[config.mk]
export PLATFORM = sky130hd
export DESIGN_NAME = decodeStage
export DESIGN_NICKNAME = d
export VERILOG_FILES = /design/src/common/decodePkg.sv /design/src/decoder/aluOpDecoder.sv /design/src/decoder/flowDecoder.sv /design/src/decoder/instrDecoder.sv /design/src/decoder/memOpDecoder.sv /design/src/hdl/decodeStage.sv
export SDC_FILE = /design/constraint.sdc
export NUM_CORES = 1
export LEC_CHECK = 0
export BUFFER_PORTS_ARGS = -buffer_cell sky130_fd_sc_hd__buf_2
export CAP_MARGIN = 20
export CORE_MARGIN = 2
export CORE_UTILIZATION = 38
export CTS_BUF_LIST = sky130_fd_sc_hd__clkbuf_16
export CTS_CLUSTER_DIAMETER = 150
export DETAILED_ROUTE_END_ITERATION = 8
export PLACE_DENSITY = 0.76
export SLEW_MARGIN = 20
export SYNTH_ARGS = -nofsm -noshare
export SYNTH_HDL_FRONTEND = slang
export SYNTH_SLANG_ARGS = --single-unit
[constraint.sdc]
create_clock -name clk -period 2.3 [get_ports clk]
set_input_delay 0.46 -clock clk [delete_from_list [all_inputs] [get_ports clk]]
set_output_delay 0.46 -clock clk [all_outputs]
set_load 0.05 [all_outputs]
[src/common/decodePkg.sv]
// Encodings here are internal to the core and cover RV32I only, with no RV64I word forms
package decodePkg;

    localparam int InstrWidth = 32;
    localparam int ByteLanes  = 4;

    typedef logic [6:0] opcodeT;
    typedef logic [2:0] funct3T;
    typedef logic [6:0] funct7T;

    // RV32I major opcodes
    localparam opcodeT OpReg    = 7'b0110011;
    localparam opcodeT OpImm    = 7'b0010011;
    localparam opcodeT OpLoad   = 7'b0000011;
    localparam opcodeT OpStore  = 7'b0100011;
    localparam opcodeT OpLui    = 7'b0110111;
    localparam opcodeT OpAuipc  = 7'b0010111;
    localparam opcodeT OpJal    = 7'b1101111;
    localparam opcodeT OpJalr   = 7'b1100111;
    localparam opcodeT OpBranch = 7'b1100011;

    typedef enum logic [1:0] {
        PcPlus4,
        JumpReg,
        JumpCompute,
        BranchCond
    } pcSrcT;

    typedef enum logic [2:0] {
        NoBranch,
        Beq,
        Bne,
        Blt,
        Bge,
        Bltu,
        Bgeu
    } condPcSrcT;

    typedef enum logic [2:0] {
        ImmI,
        ImmShamt,
        ImmS,
        ImmB,
        ImmU,
        ImmJ
    } immSrcT;

    // Second operand of the PC adder
    typedef enum logic {
        PcPlusImm,
        PcPlus4Upd
    } updatedPcSrcT;

    typedef enum logic {
        SrcRs2,
        SrcImm
    } aluSrcBT;

    typedef enum logic [3:0] {
        Add,
        Sub,
        And,
        Or,
        Xor,
        Sll,
        Slt,
        Sltu,
        Srl,
        Sra
    } aluOpT;

    typedef enum logic [1:0] {
        FromAlu,
        FromAluOpB,
        FromUpdatedPc
    } computeSrcT;

    typedef enum logic {
        FromCompute,
        FromMemory
    } resultSrcT;

    // Load data extension
    typedef enum logic [2:0] {
        NoTrunc,
        TruncByte,
        TruncHalf,
        TruncWord,
        TruncByteU,
        TruncHalfU
    } truncSrcT;

endpackage

[src/decoder/aluOpDecoder.sv]
// Decodes OP and OP-IMM only and expects the caller to have checked the opcode already
`timescale 1ns/1ns

module aluOpDecoder (
    input  decodePkg::funct7T funct7,
    input  decodePkg::funct3T funct3,
    input  logic              immForm,
    output decodePkg::aluOpT  aluOp,
    output decodePkg::immSrcT immSrc,
    output logic              legal
);
    import decodePkg::*;

    always_comb begin
        aluOp  = Add;
        immSrc = ImmI;
        legal  = 1'b1;
        if (immForm) begin
            // funct7 only matters for the shifts
            case (funct3)
                3'b000: aluOp = Add;
                3'b010: aluOp = Slt;
                3'b011: aluOp = Sltu;
                3'b100: aluOp = Xor;
                3'b110: aluOp = Or;
                3'b111: aluOp = And;
                3'b001: begin
                    immSrc = ImmShamt;
                    aluOp  = Sll;
                    legal  = (funct7 == 7'b0000000);
                end
                3'b101: begin
                    immSrc = ImmShamt;
                    case (funct7)
                        7'b0000000: aluOp = Srl;
                        7'b0100000: aluOp = Sra;
                        default:    legal = 1'b0;
                    endcase
                end
                default: legal = 1'b0;
            endcase
        end else begin
            case ({funct7, funct3})
                10'b0000000_000: aluOp = Add;
                10'b0100000_000: aluOp = Sub;
                10'b0000000_001: aluOp = Sll;
                10'b0000000_010: aluOp = Slt;
                10'b0000000_011: aluOp = Sltu;
                10'b0000000_100: aluOp = Xor;
                10'b0000000_101: aluOp = Srl;
                10'b0100000_101: aluOp = Sra;
                10'b0000000_110: aluOp = Or;
                10'b0000000_111: aluOp = And;
                default:         legal = 1'b0;
            endcase
        end
    end

endmodule

[src/decoder/flowDecoder.sv]
// Handles LUI, AUIPC, JAL, JALR and branches only and accepts JALR with any funct3
`timescale 1ns/1ns

module flowDecoder (
    input  decodePkg::opcodeT       opcode,
    input  decodePkg::funct3T       funct3,
    output decodePkg::pcSrcT        pcSrc,
    output decodePkg::condPcSrcT    condPcSrc,
    output decodePkg::updatedPcSrcT updatedPcSrc,
    output decodePkg::immSrcT       immSrc,
    output decodePkg::aluSrcBT      aluSrcB,
    output decodePkg::computeSrcT   computeSrc,
    output logic                    legal
);
    import decodePkg::*;

    always_comb begin
        pcSrc        = PcPlus4;
        condPcSrc    = NoBranch;
        updatedPcSrc = PcPlus4Upd;
        immSrc       = ImmU;
        aluSrcB      = SrcImm;
        computeSrc   = FromUpdatedPc;
        legal        = 1'b1;
        case (opcode)
            // Immediate passes straight through operand B
            OpLui: computeSrc = FromAluOpB;
            OpAuipc: updatedPcSrc = PcPlusImm;
            OpJal: begin
                pcSrc  = JumpReg;
                immSrc = ImmJ;
            end
            OpJalr: begin
                pcSrc  = JumpCompute;
                immSrc = ImmI;
            end
            OpBranch: begin
                pcSrc        = BranchCond;
                immSrc       = ImmB;
                aluSrcB      = SrcRs2;
                updatedPcSrc = PcPlusImm;
                case (funct3)
                    3'b000:  condPcSrc = Beq;
                    3'b001:  condPcSrc = Bne;
                    3'b100:  condPcSrc = Blt;
                    3'b101:  condPcSrc = Bge;
                    3'b110:  condPcSrc = Bltu;
                    3'b111:  condPcSrc = Bgeu;
                    default: legal     = 1'b0;
                endcase
            end
            default: legal = 1'b0;
        endcase
    end

endmodule

[src/decoder/instrDecoder.sv]
// Purely combinational and leaves fields a class does not use at fixed but meaningless values
`timescale 1ns/1ns

module instrDecoder (
    input  logic [decodePkg::InstrWidth-1:0] instr,
    output logic                             regWrite,
    output logic                             memEn,
    output logic                             memWrite,
    output logic [decodePkg::ByteLanes-1:0]  byteEn,
    output decodePkg::pcSrcT                 pcSrc,
    output decodePkg::condPcSrcT             condPcSrc,
    output decodePkg::immSrcT                immSrc,
    output decodePkg::updatedPcSrcT          updatedPcSrc,
    output decodePkg::aluSrcBT               aluSrcB,
    output decodePkg::aluOpT                 aluOp,
    output decodePkg::computeSrcT            computeSrc,
    output decodePkg::resultSrcT             resultSrc,
    output decodePkg::truncSrcT              truncSrc,
    output logic                             illegalInstr
);
    import decodePkg::*;

    opcodeT                 opcode;
    funct3T                 funct3;
    funct7T                 funct7;
    logic                   immForm;
    logic                   isStore;
    logic                   legal;
    aluOpT                  aluOpAlu;
    immSrcT                 immSrcAlu;
    logic                   legalAlu;
    truncSrcT               truncSrcMem;
    logic [ByteLanes-1:0]   byteEnMem;
    logic                   legalMem;
    pcSrcT                  pcSrcFlow;
    condPcSrcT              condPcSrcFlow;
    updatedPcSrcT           updatedPcSrcFlow;
    immSrcT                 immSrcFlow;
    aluSrcBT                aluSrcBFlow;
    computeSrcT             computeSrcFlow;
    logic                   legalFlow;

    assign opcode  = instr[6:0];
    assign funct3  = instr[14:12];
    assign funct7  = instr[31:25];
    assign immForm = (opcode == OpImm);
    assign isStore = (opcode == OpStore);

    aluOpDecoder aluDec (
        .funct7 (funct7),
        .funct3 (funct3),
        .immForm(immForm),
        .aluOp  (aluOpAlu),
        .immSrc (immSrcAlu),
        .legal  (legalAlu)
    );

    memOpDecoder memDec (
        .funct3  (funct3),
        .isStore (isStore),
        .truncSrc(truncSrcMem),
        .byteEn  (byteEnMem),
        .legal   (legalMem)
    );

    flowDecoder flowDec (
        .opcode      (opcode),
        .funct3      (funct3),
        .pcSrc       (pcSrcFlow),
        .condPcSrc   (condPcSrcFlow),
        .updatedPcSrc(updatedPcSrcFlow),
        .immSrc      (immSrcFlow),
        .aluSrcB     (aluSrcBFlow),
        .computeSrc  (computeSrcFlow),
        .legal       (legalFlow)
    );

    always_comb begin
        regWrite     = 1'b0;
        memEn        = 1'b0;
        memWrite     = 1'b0;
        byteEn       = '0;
        pcSrc        = PcPlus4;
        condPcSrc    = NoBranch;
        immSrc       = ImmI;
        updatedPcSrc = PcPlus4Upd;
        aluSrcB      = SrcImm;
        aluOp        = Add;
        computeSrc   = FromAlu;
        resultSrc    = FromCompute;
        truncSrc     = NoTrunc;
        legal        = 1'b0;
        case (opcode)
            OpReg, OpImm: begin
                legal    = legalAlu;
                regWrite = legalAlu;
                aluOp    = aluOpAlu;
                immSrc   = immSrcAlu;
                if (!immForm) begin
                    aluSrcB = SrcRs2;
                end
            end
            // Address is rs1 plus immediate through the ALU
            OpLoad: begin
                legal     = legalMem;
                regWrite  = legalMem;
                memEn     = legalMem;
                resultSrc = FromMemory;
                truncSrc  = truncSrcMem;
            end
            OpStore: begin
                legal    = legalMem;
                memEn    = legalMem;
                memWrite = legalMem;
                byteEn   = legalMem ? byteEnMem : '0;
                immSrc   = ImmS;
            end
            OpLui, OpAuipc, OpJal, OpJalr, OpBranch: begin
                legal        = legalFlow;
                regWrite     = legalFlow && (opcode != OpBranch);
                pcSrc        = pcSrcFlow;
                condPcSrc    = condPcSrcFlow;
                immSrc       = immSrcFlow;
                updatedPcSrc = updatedPcSrcFlow;
                aluSrcB      = aluSrcBFlow;
                computeSrc   = computeSrcFlow;
                // Branch compare uses the subtractor flags
                if (opcode == OpBranch) begin
                    aluOp = Sub;
                end
            end
            default: legal = 1'b0;
        endcase
        illegalInstr = !legal;
    end

endmodule

[src/decoder/memOpDecoder.sv]
// Byte enables assume a little-endian word with the address offset applied later in the core
`timescale 1ns/1ns

module memOpDecoder (
    input  decodePkg::funct3T                 funct3,
    input  logic                              isStore,
    output decodePkg::truncSrcT               truncSrc,
    output logic [decodePkg::ByteLanes-1:0]   byteEn,
    output logic                              legal
);
    import decodePkg::*;

    always_comb begin
        truncSrc = NoTrunc;
        byteEn   = '0;
        legal    = 1'b1;
        if (isStore) begin
            // SB, SH, SW
            case (funct3)
                3'b000:  byteEn[0]   = 1'b1;
                3'b001:  byteEn[1:0] = 2'b11;
                3'b010:  byteEn      = '1;
                default: legal       = 1'b0;
            endcase
        end else begin
            case (funct3)
                3'b000:  truncSrc = TruncByte;
                3'b001:  truncSrc = TruncHalf;
                3'b010:  truncSrc = TruncWord;
                3'b100:  truncSrc = TruncByteU;
                3'b101:  truncSrc = TruncHalfU;
                default: legal    = 1'b0;
            endcase
        end
    end

endmodule

[src/hdl/decodeStage.sv]
// One instruction per cycle with no stall input, and payload fields hold while ctrlValid is low
`timescale 1ns/1ns

module decodeStage (
    input  logic                             clk,
    input  logic                             reset,
    input  logic [decodePkg::InstrWidth-1:0] instr,
    input  logic                             instrValid,
    output logic                             ctrlValid,
    output logic                             regWrite,
    output logic                             memEn,
    output logic                             memWrite,
    output logic [decodePkg::ByteLanes-1:0]  byteEn,
    output decodePkg::pcSrcT                 pcSrc,
    output decodePkg::condPcSrcT             condPcSrc,
    output decodePkg::immSrcT                immSrc,
    output decodePkg::updatedPcSrcT          updatedPcSrc,
    output decodePkg::aluSrcBT               aluSrcB,
    output decodePkg::aluOpT                 aluOp,
    output decodePkg::computeSrcT            computeSrc,
    output decodePkg::resultSrcT             resultSrc,
    output decodePkg::truncSrcT              truncSrc,
    output logic                             illegalInstr
);
    import decodePkg::*;

    logic                 decRegWrite;
    logic                 decMemEn;
    logic                 decMemWrite;
    logic [ByteLanes-1:0] decByteEn;
    pcSrcT                decPcSrc;
    condPcSrcT            decCondPcSrc;
    immSrcT               decImmSrc;
    updatedPcSrcT         decUpdatedPcSrc;
    aluSrcBT              decAluSrcB;
    aluOpT                decAluOp;
    computeSrcT           decComputeSrc;
    resultSrcT            decResultSrc;
    truncSrcT             decTruncSrc;
    logic                 decIllegal;

    instrDecoder decoder (
        .instr       (instr),
        .regWrite    (decRegWrite),
        .memEn       (decMemEn),
        .memWrite    (decMemWrite),
        .byteEn      (decByteEn),
        .pcSrc       (decPcSrc),
        .condPcSrc   (decCondPcSrc),
        .immSrc      (decImmSrc),
        .updatedPcSrc(decUpdatedPcSrc),
        .aluSrcB     (decAluSrcB),
        .aluOp       (decAluOp),
        .computeSrc  (decComputeSrc),
        .resultSrc   (decResultSrc),
        .truncSrc    (decTruncSrc),
        .illegalInstr(decIllegal)
    );

    // Enables drop on bubbles so downstream stages see a no-op
    always_ff @(posedge clk) begin
        if (reset) begin
            ctrlValid    <= 1'b0;
            regWrite     <= 1'b0;
            memEn        <= 1'b0;
            memWrite     <= 1'b0;
            byteEn       <= '0;
            illegalInstr <= 1'b0;
        end else begin
            ctrlValid    <= instrValid;
            regWrite     <= instrValid && decRegWrite;
            memEn        <= instrValid && decMemEn;
            memWrite     <= instrValid && decMemWrite;
            byteEn       <= instrValid ? decByteEn : '0;
            illegalInstr <= instrValid && decIllegal;
        end
    end

    always_ff @(posedge clk) begin
        if (instrValid) begin
            pcSrc        <= decPcSrc;
            condPcSrc    <= decCondPcSrc;
            immSrc       <= decImmSrc;
            updatedPcSrc <= decUpdatedPcSrc;
            aluSrcB      <= decAluSrcB;
            aluOp        <= decAluOp;
            computeSrc   <= decComputeSrc;
            resultSrc    <= decResultSrc;
            truncSrc     <= decTruncSrc;
        end
    end

endmodule

==> results.toml <==
[final_layout]
drive_above_1_share = 0.352
layout.cells.non_filler = 230
nFillCells = 364
syn_to_final_growth_pct = 23.0
nets = 218
antenna_cells = 0

[critical_path]
max_stage_delay_ns = 0.53
crit_chain = "buf_2 -> or4_4 -> nor3_4 -> o21ai_0 -> a221o_1 -> and3_1"
crit_path_top_delay_cell = "or4_4"
critPathBufInv = 1
critPathMaxFanout = 6
crit_type = "in2reg"
start_kind = "input pin"
crit_arrival_ns = 1.93
worstPathRequired_ns = 2.45
critPathTopFamily = "simple AND/OR/NAND/NOR gates"
critPathCaptureType = "flop"

[logic_synthesis]
synthCells = 140
yosysTopAreaCellShare = 0.424
seq_area_frac_synth = 0.537
synth_nets = 175
yosysTopAreaCell = "edfxtp_1"
synth_cell_type_count = 46
yosys_warnings = 0
avgSynthCellArea_um2 = 10.1
synth_area_mm2 = 0.00142
ys_ff_latch = 28
synth_area_leaders = "edfxtp_1 (42%), dfxtp_1 (11%), nor2_1 (4.8%)"

[clocking]
ctsResizeCount = 0
cts_root_buf = "clkbuf_16"
cts_buffer_depth = 2
cts_buffers = 3
htreeDepth = 1
tritoncts = "built"
cts_setup_buffers = 0
cts_num_sinks = 28
ctsHoldBuffers = 0
clk_pin_slew_worst_paths_ns = 0.06

[sta]
setup_viol = 0
rsz0062_at_grt = "no"
min_period_ns = 1.78
tns_ns = 0
worstMarginPinSlew_ns = 0.437
slew_headroom = 0.706
fin_crit_sh = 0.774
final_hold_viol_count = 0
report.final.slew_viol_count = 0
fmax_mhz = 561

[drt]
viasPerCell = 5.02
antenna_left = 0
drt-total-wl_um = 2780
vias = 1155
wl_per_cell_um = 12.1
drt_iter0_drc = 42
first_pass_iters = 4
drcViolationCount = 0

[outcome]
status = "finished clean"

[placement]
place_congestion = 0.811
dp_cells = 226
numPortBuffers = 48
hpwl_um = 2070

[die]
start_util = 0.390
row_count = 22
pin_count = 64
core-area_mm2 = 0.00363
die_y_um = 65.1
die-area_mm2 = 0.00424
die_w_um = 65.1

[power_and_ir_drop]
switchingPower_mw = 0.296
seqPwrFrac = 0.495
power_frac_comb = 0.177
switching_share = 0.260
p_per_area_mw_per_mm2 = 654
total_leakage_power_nw = 0.702
p_int_mw = 0.844
peakVddDrop_uv = 395
pwr-share-clk = 0.328

[global_route]
grt_pass1_vias = 1046
gr-total-overflow = 0
antenna_found_initial = 0
grt_max_degree = 21
grt_pass1_wl_um = 4650
grt.total_usage = 0.141

[hold_path]
hold_class = "in2reg"

[job]
drv_cap = 0
==> cell usage after synthesis, drive strengths merged <==
cell / n
a21boi: 1
a21o: 2
a21oi: 6
a221o: 1
a22oi: 1
a311o: 1
a31oi: 2
and2: 1
and3: 4
buf: 3
clkbuf: 8
dfxtp: 8
edfxtp: 20
inv: 4
nand2: 9
nand2b: 2
nand3: 7
nand3b: 1
nand4: 2
nand4bb: 1
nor2: 19
nor2b: 4
nor3: 7
nor3b: 1
nor4: 2
o2111ai: 1
o211ai: 1
o21ai: 9
o21bai: 1
o31ai: 1
or2: 3
or3: 2
or4: 2
xnor2: 1
xor2: 2
==> per-layer routing <==
layer | part of all wire | global-route usage | vias to the layer above
met5 | 0 | 0 | -
met4 | 0.012 | 0.0807 | 0
met3 | 0.060 | 0.0243 | 4
met2 | 0.47 | 0.220 | 38
met1 | 0.46 | 0.184 | 525
li1 | - | - | 588
==> path summary, 6_finish.rpt <==
check / from / endpoint / slack (ns) / cells after the start
hold / removal: reset / ctrlValid / 0.39 / 2
setup / recovery: instr[25] / illegalInstr / 0.52 / 6
==> power by group through the flow <==
stage	clock network [mW]	logic [mW]	registers, mW
after CTS	0.382	0.201	0.565
after floorplan	0	0.0660	0.657
after global placement	0	0.198	0.576
after detailed placement	0	0.200	0.576
final	0.374	0.201	0.565
after global routing	0.400	0.217	0.566
==> cells by family (layout without fill, tap and decap cells) <==
group	after synthesis	in the layout	share of synthesized area
and+or+nand+nor	67	67	0.273
DFF	28	28	0.537
AOI/OAI and AO/OA	27	27	0.119
buffers and inverters	15	57	0.0530
xor gates and xnor gates	3	3	0.0185
==> through the flow <==
stage | power [mW] | utilization | hold WS [ns] | setup WS (ns) | instance area [um2]
2_1_floorplan | 0.723 | - | 0.533 | 0.449 | 1420
3_3_place_gp | 0.774 | 0.458 | 0.661 | 0.255 | 1670
3_5_place_dp | 0.776 | 0.458 | 0.663 | 0.242 | 1670
4_1_cts | 1.15 | 0.480 | 0.392 | 0.508 | 1740
5_1_grt | 1.18 | 0.480 | 0.401 | 0.425 | 1740
6_report | 1.14 | 0.480 | 0.393 | 0.519 | 1740
==> flip-flops by register name, summed over array words and instances (netlist names) <==
register	cells
memEn	1
aluOp	4
illegalInstr	1
truncSrc	3
updatedPcSrc	1
immSrc	3
resultSrc	1
memWrite	1
computeSrc	2
aluSrcB	1
condPcSrc	3
ctrlValid	1
pcSrc	2
byteEn	3
regWrite	1
==> layout make-up <==
| type | count | area, um2 | area share |
|---|---|---|---|
| clock buffers | 3 | 75.1 | 0.0430 |
| clock inverters | 1 | 3.75 | 0.00215 |
| inverters | 4 | 15.0 | 0.00861 |
| multi-input cells | 97 | 582 | 0.334 |
| flip-flops and latches | 28 | 761 | 0.436 |
| well taps | 48 | 60.1 | 0.0344 |
| repair buffers | 49 | 248 | 0.142 |
==> placed cells by master (no fill, tap or decap), types with 2 or more instances in the layout <==
master,netlist,layout
nand2_1,8,8
a31oi_1,2,2
inv_1,2,2
nor4_1,2,2
a21o_1,2,2
nor2b_1,3,3
o21ai_0,5,5
or2_2,2,2
nand4_1,2,2
nor2_1,18,18
dfxtp_1,8,8
inv_2,2,2
buf_2,0,48
nand3_1,7,7
and3_1,4,4
xor2_1,2,2
clkbuf_16,0,3
or3_1,2,2
o21ai_1,4,4
edfxtp_1,20,20
a21oi_1,6,6
nor3_1,5,5
(Power assumes the default switching activity.)
